$ cat config.mk
export PLATFORM = sky130hd
export DESIGN_NAME = load_align
export DESIGN_NICKNAME = d
export VERILOG_FILES = /design/src/design/dcache_pkg.sv /design/src/design/load_align.sv
export SDC_FILE = /design/constraint.sdc
export NUM_CORES = 1
export LEC_CHECK = 0
export BUFFER_PORTS_ARGS = -buffer_cell sky130_fd_sc_hd__buf_4
export CORE_AREA = 2 2 46 48
export DETAILED_ROUTE_END_ITERATION = 7
export DIE_AREA = 0 0 48 50
export PLACE_DENSITY_LB_ADDON = 0.08
export SLEW_MARGIN = 20
export SYNTH_ARGS = -nofsm -noshare
export SYNTH_HDL_FRONTEND = slang
export SYNTH_SLANG_ARGS = --single-unit
$ cat constraint.sdc
create_clock -name vclk -period 4.35
set_input_delay 0.435 -clock vclk [all_inputs]
set_output_delay 0.435 -clock vclk [all_outputs]
set_load 0.02 [all_outputs]
$ cat src/design/dcache_pkg.sv
package dcache_pkg;

    localparam int way_num    = 4;
    localparam int line_words = 4;
    localparam int set_num    = 16;

    localparam int offset_bits = 4;   // 16 bytes per line
    localparam int index_bits  = 4;
    localparam int tag_bits    = 24;

    typedef logic [31:0]                addr_t;
    typedef logic [31:0]                word_t;
    typedef logic [line_words*32-1:0]   line_t;  // word i at [32*i +: 32]
    typedef logic [tag_bits-1:0]        tag_t;
    typedef logic [index_bits-1:0]      index_t;
    typedef logic [1:0]                 way_t;
    typedef logic [3:0]                 strb_t;
    typedef logic [1:0]                 size_t;  // 0 byte, 1 half, 2 word

    // one request at a time, four-phase on every port
    typedef enum logic [2:0] {
        LOOKUP,
        WB_REQ,
        WB_DONE,
        FILL_REQ,
        FILL_DONE,
        UNC_REQ,
        UNC_DONE,
        RESP
    } ctrl_state_t;

endpackage

$ cat src/design/load_align.sv
module load_align (
    input  dcache_pkg::word_t word,
    input  logic [1:0]        offset,
    input  dcache_pkg::size_t size,
    input  logic              sign,
    output dcache_pkg::word_t rdata
);

    dcache_pkg::word_t shifted;

    assign shifted = word >> {offset, 3'b000};   // addressed byte to bit 0

    always_comb begin
        case (size)
            2'd0: begin
                if (sign)
                    rdata = {{24{shifted[7]}}, shifted[7:0]};
                else
                    rdata = {24'b0, shifted[7:0]};
            end
            2'd1: begin
                if (sign)
                    rdata = {{16{shifted[15]}}, shifted[15:0]};
                else
                    rdata = {16'b0, shifted[15:0]};
            end
            default: rdata = word;               // full word as is
        endcase
    end

endmodule

[Yosys cells after proc, flatten, opt, wreduce, memory -nomap -nowiden]
Cells that the tools add are included.
Storage, ports and cells
  input port bits: 37
  output and inout port bits: 32
  register bits after elaboration: 0
  word-level logic and storage cells: 6
Operators by class
  reductions and logical operators: 1
  muxes and demuxes: 3
  eq/ne operators: 1
  shift operators: 1
Operators by type and width (count)
  $mux W32: 2
  $pmux W32 S2: 1
  $shr A32 B5 Y16: 1
  $eq A2 B1 Y1 const B: 1
  $logic_not A2 Y1: 1

[Longest topological paths before layout]
  word-level depth: 3
  mapped depth: 5
  gate-level depth less buffers: 3

[Worst setup path before layout]
Ideal clock, no wire load.
  path type: input to output
  start: in offset[1]
  end: out rdata[21]
  required time: 3915 ps
  stages on the path: 5
  arrival time: 1810 ps
  setup slack: 2105 ps
  buffers on the path: 2
  path through: buf_6 > mux4_2 > a221oi_4 > buf_6 > o21ai_1
On the way
  cells in the longest elaborated chain, start to end: 3
  elaborated cells on any way between the ends: 4
  classes of those cells: shift: 1; mux: 3
Ends and longest elaborated chain
  start, declared: RTL line load_align.sv:3  | input logic [1:0] offset,
  $shr A32 B5 Y16 *: RTL line load_align.sv:11  | assign shifted = word >> {offset, 3'b000};
  $mux W32, on equally long branches: RTL line load_align.sv:22, load_align.sv:16
  $pmux W32 S2 *: RTL line load_align.sv:14  | case (size)
  end, declared: RTL line load_align.sv:6  | output dcache_pkg::word_t rdata
Mark *: on every way between the ends. The rest lies on a longest branch, timed or not.

[Final worst setup path]
  start: in offset[1]
  end: out rdata[18]
Same word-level chain as after synthesis.

==> qor.csv <==
stage;metric;value;unit
global_route;GRT overflow;0;
timing;RSZ-0062 raised after global routing;false;
global_route;largest net degree at the start of global routing;36;
timing;Slew Viols, Final;0;
global_route;first-pass GRT wire length;4530;um
die;Initial Util;38.8;%
layout;share of cells above drive strength 1;42.6;%
placed_design;dpl cells;196;
drt;Post-DRT Antenna Nets;0;
drt;# DRC;0;
critical_path;critical path type;in -> out;
global_route;Total GRT Usage;24.2;%
synth;top-count cell post-synth;nand2_1;
synth;Post-synth top cells;nand2_1 (28), clkbuf_1 (10), o21ai_1 (10);
critical_path;crit path launch type;primary input;
critical_path;Worst Setup End Kind;output pin;
hold_path;Hold Path Sink;rdata[0];
job;number of max-cap violations;0;
synth;Yosys cell types;23;
critical_path;Arr. time, crit path;2.31;ns
synth;Synth Warn #;0;
timing;fin crit share;63.1;%
synth;top cells by area, synth;nand2_1 (14%), mux2i_1 (9.5%), o211a_1 (9.5%);
hold_path;hold crit path type;in -> out;
layout;post-layout util;64.6;%
critical_path;Crit Path Max Fanout;19;
layout;nets;208;
placed_design;Final Wtd Congestion;0.840;
die;full die area;0.00240;sq mm
drt;Vias/cell;5.55;
synth;Post-Syn Area;737;sq um
drt;via count;1088;
layout;seq_cells;0;
layout;Finished Layout Cells;196;
die;Ports;69;
die;die width;48;um
power;Leak;0.643;nW
drt;Detailed Route Iter0 Violations;16;
cts;Post-CTS Resized;0;
global_route;vias in the first global route;1038;
power;Power Dens Cells;147;mW/mm^2
timing;Max Fclk;364;MHz
timing;post-route setup TNS;0;ns
global_route;initial antenna violation count;0;
placed_design;IO Port Bufs;69;
placed_design;Post-DP HPWL;2160;um
timing;Tightest Pin Transition;0.687;ns
cts;hold_buf cts;0;
timing;Tmin final;2.75;ns
drt;final wirelength;2850;um
layout;Register Area;0;sq um
die;num rows;16;
power;Comb power frac;100.0;%
layout;ANT cells;0;
power;internal power;0.0000827;W
timing;final hold vios;0;
synth;Synth top area share;14.3;%
hold_path;Hold Crit Depth;4;
layout;Area Growth Syn to Fin;66.7;%
layout;clk_buf instances;0;
die;core area;0.00190;sq mm
run_status;outcome;finished clean;
synth;Syn Inst Count;112;
power;Peak VDD IR;0.0000910;V
power;sw power;0.0000974;W
power;Reg power frac;0;%
layout;Fillers;191;
critical_path;worst endpoint required time;3.91;ns
drt;DR WL/cell;14.5;um
power;Pwr Total;0.000180;W
synth;Avg Synthesized Cell Area;6.58;sq um
power;switching power share of the total;54.1;%
timing;final setup violating endpoints;0;
power;Clk pwr share;0;%
synth;sequential element share of the synthesized area;0;%
timing;slew margin rel.;54.2;%
synth;Mapped Nets;149;
hold_path;HP Start;word[0];
die;Die Span Y;50;um
drt;TritonRoute pass-1 iters;4;
cts;post-CTS setup buffers;0;
synth;area leader, netlist;nand2_1;
## cell type report
type	count	area [sq um]	area share [%]
multi-input cells	97	666	54.2
repair buffers	69	518	42.2
well taps	27	33.8	2.75
inverters	3	11.3	0.916
## cell usage in the layout (no fill, tap or decap)
cell	instances
clkinv_1	1
inv_1	2
o31ai_1	7
o2bb2ai_1	6
a221oi_4	1
mux2i_1	7
and4b_1	1
o21ai_1	10
buf_4	69
mux2_2	1
o21ai_0	7
nand3_1	1
a21oi_1	1
o21bai_1	1
a22o_1	6
nand3b_1	7
nor2b_1	2
a2bb2oi_1	2
nand2_1	28
mux4_2	1
a211oi_1	1
o211a_1	7
## power groups by stage
stage                     registers [W]  logic, W  clock network [W]
final                                 0  0.000180                  0
after global routing                  0  0.000194                  0
after CTS                             0  0.000180                  0
after detailed placement              0  0.000180                  0
after global placement                0  0.000177                  0
after floorplan                       0  0.000103                  0
## metal layers
metal  track usage (%)  vias to the layer above  share of wire, %
li1                  -                      540                 -
met1              31.7                      505                42
met2              42.2                       41                52
met3              1.10                        2               5.0
met4              4.05                        0              0.63
met5                 0                        -                 0
## worst max path at each step
stage | startpoint | endpoint | cells after the start | slack (ns)
floorplan | offset[1] | rdata[21] | 5 | 2.11
global placement | offset[1] | rdata[17] | 5 | 1.72
detailed placement | offset[1] | rdata[18] | 5 | 1.65
CTS | offset[1] | rdata[18] | 5 | 1.64
global route | offset[1] | rdata[16] | 5 | 1.43
finish | offset[1] | rdata[18] | 5 | 1.60
## stage by stage
step           area, sq um  setup WS [ns]  hold WS [ns]
3_3_place_gp          1230           1.72          1.17
6_report              1230           1.60          1.18
5_1_grt               1230           1.43          1.21
3_5_place_dp          1230           1.65          1.18
4_1_cts               1230           1.64          1.18
2_1_floorplan          737           2.11          1.04
## critical path, cell delays in order
cell	delay [ns]
buf_4	0.23
mux4_2	0.61
a221oi_4	0.67
o21ai_0	0.17
buf_4	0.19
## kinds of logic (layout without fill, tap and decap cells)
logic type	count (synthesis)	in the layout	share of synthesized area, %
muxes	9	9	14.1
buffers and inverters	15	72	9.68
and+or+nand+nor	39	39	25.1
AOI/OAI and AO/OA	49	49	51.1
No activity file was read; power rests on OpenSTA's default activity.
