==> src/design/dcache_pkg.sv <==
package dcache_pkg;

    localparam int way_num    = 4;
    localparam int line_words = 4;
    localparam int set_num    = 16;

    localparam int offset_bits = 4;   // 16 bytes per line
    localparam int index_bits  = 4;
    localparam int tag_bits    = 24;

    typedef logic [31:0]                addr_t;
    typedef logic [31:0]                word_t;
    typedef logic [line_words*32-1:0]   line_t;  // word i at [32*i +: 32]
    typedef logic [tag_bits-1:0]        tag_t;
    typedef logic [index_bits-1:0]      index_t;
    typedef logic [1:0]                 way_t;
    typedef logic [3:0]                 strb_t;
    typedef logic [1:0]                 size_t;  // 0 byte, 1 half, 2 word

    // one request at a time, four-phase on every port
    typedef enum logic [2:0] {
        LOOKUP,
        WB_REQ,
        WB_DONE,
        FILL_REQ,
        FILL_DONE,
        UNC_REQ,
        UNC_DONE,
        RESP
    } ctrl_state_t;

endpackage

==> src/design/plru_tree.sv <==
module plru_tree (
    input  logic               clk,
    input  logic               rst_n,
    input  dcache_pkg::index_t index,
    input  logic               touch,
    input  dcache_pkg::way_t   way,
    output dcache_pkg::way_t   victim
);

    // bit 0 root, bit 1 picks in ways 0/1, bit 2 picks in ways 2/3
    logic [2:0] tree_q [dcache_pkg::set_num];
    logic [2:0] cur;

    assign cur = tree_q[index];

    always_ff @(posedge clk or negedge rst_n) begin
        if (!rst_n) begin
            for (int s = 0; s < dcache_pkg::set_num; s++)
                tree_q[s] <= '0;
        end else if (touch) begin
            tree_q[index][0] <= !way[1];         // point at the other half
            if (way[1])
                tree_q[index][2] <= !way[0];
            else
                tree_q[index][1] <= !way[0];
        end
    end

    assign victim = cur[0] ? {1'b1, cur[2]} : {1'b0, cur[1]};

endmodule

==> config.mk <==
export PLATFORM = sky130hd
export DESIGN_NAME = plru_tree
export DESIGN_NICKNAME = d
export VERILOG_FILES = /design/src/design/dcache_pkg.sv /design/src/design/plru_tree.sv
export SDC_FILE = /design/constraint.sdc
export NUM_CORES = 1
export LEC_CHECK = 0
export BUFFER_PORTS_ARGS = -buffer_cell sky130_fd_sc_hd__buf_2
export CAP_MARGIN = 10
export CORE_UTILIZATION = 60
export DETAILED_ROUTE_END_ITERATION = 12
export PLACE_DENSITY = 0.81
export SYNTH_ARGS = -nofsm -noshare
export SYNTH_HDL_FRONTEND = slang
export SYNTH_SLANG_ARGS = --single-unit
export TNS_END_PERCENT = 10
==> constraint.sdc <==
create_clock -name clk -period 1.65 [get_ports clk]
set_input_delay 0 -clock clk [delete_from_list [all_inputs] [get_ports clk]]
set_output_delay 0 -clock clk [all_outputs]
set_load 0.01 [all_outputs]
# [Word-level counts from Yosys, hierarchy flattened]
# Cells that the tools add are included.
[word_totals] ff_bits=48 input_bits=9 output_inout_bits=2 wordCells=36
[classes] order_cmp=2 muxes=14 bitwise_logic=1 reduce_logical=3
[op_table] cell="$bwmux 48" count=3
[op_table] cell="$mux 48" count=1
[op_table] cell="$demux 3 s4" count=3
[op_table] cell="$bmux 3 s4" count=1
[op_table] cell="$mux 3" count=3
[op_table] cell="$ge 5x5->1 const B" count=1
[op_table] cell="$lt 5x1->1 const B" count=1
[op_table] cell="$not 4->5" count=1
[op_table] cell="$mux 2" count=2
[op_table] cell="$logic_not 1->1" count=2
[op_table] cell="$logic_and 1x1->1" count=1
[op_table] cell="$mux 1" count=1

# [Depth between registers and ports, before layout]
[depth] word_depth=8 ltp_mapped=8 ltp_nobuf=4

# [Worst setup path before layout]
# Ideal clock, no wire load.
[synth_path] path_kind="flip-flop to output port" start="reg tree_q[30] (netlist bit)" end="out victim[0]" arrival_time_ns=1.500 required_ns=1.650 setup_slack_ns=0.150 stages_incl_launch_ff=5 path_buffers=0 path_cell_list="dfrtp_1 > mux4_1 > a22oi_1 > nand3_1 > mux2_4"
[synth_via] elab_chain_len=4
[synth_lines] element="start, declared" line="plru_tree.sv:11" source="logic [2:0] tree_q [dcache_pkg::set_num];"
[synth_lines] element="start signal, assigned by index" line="plru_tree.sv:21" source="tree_q[index][0] <= !way[1];"
[synth_lines] element="start signal, assigned by index" line="plru_tree.sv:23" source="tree_q[index][2] <= !way[0];"
[synth_lines] element="start signal, assigned by index" line="plru_tree.sv:25" source="tree_q[index][1] <= !way[0];"
[synth_lines] element="$bmux 3 s4" line="plru_tree.sv:14" source="assign cur = tree_q[index];"
[synth_lines] element="$mux 3 (implied by the code) (2 in a row)" line="plru_tree.sv:14"
[synth_lines] element="$mux 2" line="plru_tree.sv:29" source="assign victim = cur[0] ? {1'b1, cur[2]} : {1'b0, cur[1]};"
[synth_lines] element="end, declared" line="plru_tree.sv:7" source="output dcache_pkg::way_t victim"
# Every way passes these cells. The select of a mux whose other input is x is not followed.

# [Worst setup path after layout]
[layout_path] start="reg tree_q[36] (netlist bit)" end="out victim[0]"
# Same word-level chain as after synthesis.

==> flow_metrics.py <==
metrics = {
    "route": {
        "wl_per_cell_um": 17.55,
        "drt_iter0_drc": 248,
        "drt-total-wl_um": 5126,
        "via_per_inst": 6.219,
        "vias": 1816,
        "first_pass_iters": 4,
        "drc_errors": 0,
        "postRouteAntennaNets": 0,
    },
    "sta": {
        "maxSlewHeadroom": 0.6324,
        "finalWorstSetupSlack_ns": -0.2465,
        "max_slew.worst_pin.slew_ns": 0.5513,
        "clock_skew_ns": 0,
        "finalCritPeriodShare": 1.149,
        "timing.fmax_ghz": 0.5273,
        "fin_crit_ns": 1.896,
        "slew_viol_final": 0,
        "grt_setup_unrepaired": "true",
        "finalSetupViolations": 1,
        "hold_viol_final": 0,
    },
    "grt": {
        "grt_pass1_wl_um": 9225,
        "grt_overflow": 0,
        "grt_usage": 0.2899,
        "antenna_found_initial": 0,
        "grt_max_degree": 33,
        "grt_pass1_vias": 1925,
    },
    "cts": {
        "htreeDepth": 2,
        "clkTransAtPathRegs_ns": 0.09,
        "cts_tree": "done",
        "cts_buffer_depth": 2,
        "cts_root_buf": "clkbuf_8",
        "cts.sinks": 48,
        "cts_buffers": 5,
        "clk_latency_ns": 0.29,
    },
    "yosys": {
        "synth_top_family_by_area": "simple AND/OR/NAND/NOR gates",
        "synthTopCellsByArea": "dfrtp_1, mux4_1, nand2_1, o21ai_0, mux4_2",
        "synth_area_per_cell_sq_um": 10.39,
        "ys_types": 23,
        "synth_compound_area_frac": 0.1499,
        "yosysTopAreaCell": "dfrtp_1",
        "synth_cells": 233,
        "ys_ff_latch": 48,
        "synth-simple-area-share": 0.1587,
        "synth-seq-area-share": 0.4964,
        "yosysTopAreaCellShare": 0.4964,
        "synth-adder-area-share": 0,
        "syn-cell-area_sq_mm": 0.002420,
        "synth_nets": 242,
        "synth_xor_area_frac": 0,
        "synthMuxAreaShare": 0.1453,
        "ys_warn_count": 0,
    },
    "power": {
        "power_density_mw_per_mm2": 1096,
        "p_leak_uw": 0.001280,
        "ir_worst_vdd_v": 0.0007211,
        "total_power_uw": 2936,
    },
    "critical_path": {
        "start_kind": "register",
        "crit_buf_inv": 1,
        "critical_path_arrival_ns": 1.90,
        "slowest_delay_ns": 0.49,
        "path_max_fanout": 2,
        "cpLargestDelayFamily": "multiplexers",
        "worstSetupPathType": "register to primary output",
        "rrSetupSlack_ns": 0.94,
        "crit_required_ns": 1.65,
        "critPathSlowestCell": "mux4_2",
        "cp_cell_sequence": "mux4_2 > a22oi_2 > nand3_2 > mux2_4 > buf_6",
        "cp-end-kind": "primary output",
    },
    "layout": {
        "num_antenna_cells": 0,
        "regMostFlops": "tree_q",
        "layout_common_cells": "dfrtp_1, nand2_1, o21ai_0, nand3_1",
        "fin_util": 0.7104,
        "final_common_cell": "dfrtp_1",
        "largest_register_ffs": 48,
        "nNetsFinal": 252,
        "areaGrowthSynthToFinish_pct": 10.70,
        "reg_top3": "tree_q: 48 flops",
        "drive_gt1_frac": 0.1639,
    },
    "worst_hold_path": {
        "hold_path_class": "input port to async pin",
    },
    "placed_design": {
        "place_congestion": 0.8400,
        "dpl.hpwl_um": 3613,
        "io_buffers": 10,
    },
    "die": {
        "core_area_sq_mm": 0.003771,
        "start_util": 0.6417,
        "num_rows": 22,
        "die_w_um": 65.51,
        "die_h_um": 65.51,
        "die-area_sq_mm": 0.004291,
        "ioPinCount": 11,
    },
    "flow_run": {
        "cap_violations": 0,
    },
    "run_status": {
        "violations": "setup timing",
        "status": "finished with violations",
    },
}
## area by class of cell
cell class              count  area [sq um]
clock buffers               6         72.57
clock inverters             2         35.03
fillers                   246          1092
inverters                   5         18.77
multi-input cells         160          1110
flip-flops and latches     48          1201
well taps                  48         60.06
repair buffers             23         181.4
## routing by layer
layer  global-route usage  routed length [um]  up-vias
met2               0.4562                2518       54
met1               0.4094                2339      902
li1                     -                   -      854
met4              0.09511                  42        0
met3              0.05035                 226        6
met5                    0                   0        -
## stage by stage
stage          cells  area (sq um)  hold WS (ns)  worst slack, ns  TNS, ns
2_1_floorplan    233          2420       -0.2956           0.1504        0
3_3_place_gp     283          2544      -0.07394          0.03764        0
3_5_place_dp     283          2544      -0.07229         0.004667        0
4_1_cts          292          2679        0.1364          -0.2602  -0.2602
5_1_grt          292          2679        0.1514          -0.3100  -0.3418
6_report         292          2679        0.1255          -0.2465  -0.2465
## report_power, final
| part | switching [uW] | internal (uW) | total (uW) |
|---|---|---|---|
| registers | 126 | 1400 | 1530 |
| logic | 279 | 294 | 573 |
| clock network | 386 | 450 | 836 |
## path summary, 6_finish.rpt
check                           start         end  cells after the start
setup / recovery           tree_q[36]   victim[0]                      5
max in group asynchronous       rst_n   tree_q[1]                      3
setup reg to reg           tree_q[16]  tree_q[16]                      2
hold reg to reg             tree_q[6]   tree_q[6]                      1
hold / removal                  rst_n  tree_q[32]                      2
min in group clk             index[3]  tree_q[47]                      4
## logic make-up after synthesis
logic type	count (synthesis)
flip-flops	48
multiplexers	17
AO/OA/AOI/OAI	58
AND/OR/NAND/NOR	85
buffers and inverters	25
## what timing repair did
item	4_1_cts	5_1_grt
cloned	0	0
setup endpoints to repair	2	2
hold buffers	1	0
pin swaps	1	0
endpoints found under the hold margin	48	0
buffers inserted	0	0
gates resized for setup	5	0
## cells in the mapped netlist
cell / instances
nor2_1: 14
a21o_1: 12
and3_1: 1
o21ai_0: 29
and3b_1: 2
nor2b_1: 4
mux4_2: 5
nand3_1: 20
nor3b_2: 1
nor3_1: 1
buf_2: 2
dfrtp_1: 48
o31ai_1: 14
mux2i_1: 4
buf_6: 1
nand2_1: 39
mux2_4: 1
a22oi_1: 3
mux4_1: 7
buf_12: 1
nand4_1: 3
clkbuf_1: 16
inv_1: 5
No activity file was read; power rests on OpenSTA's default activity.
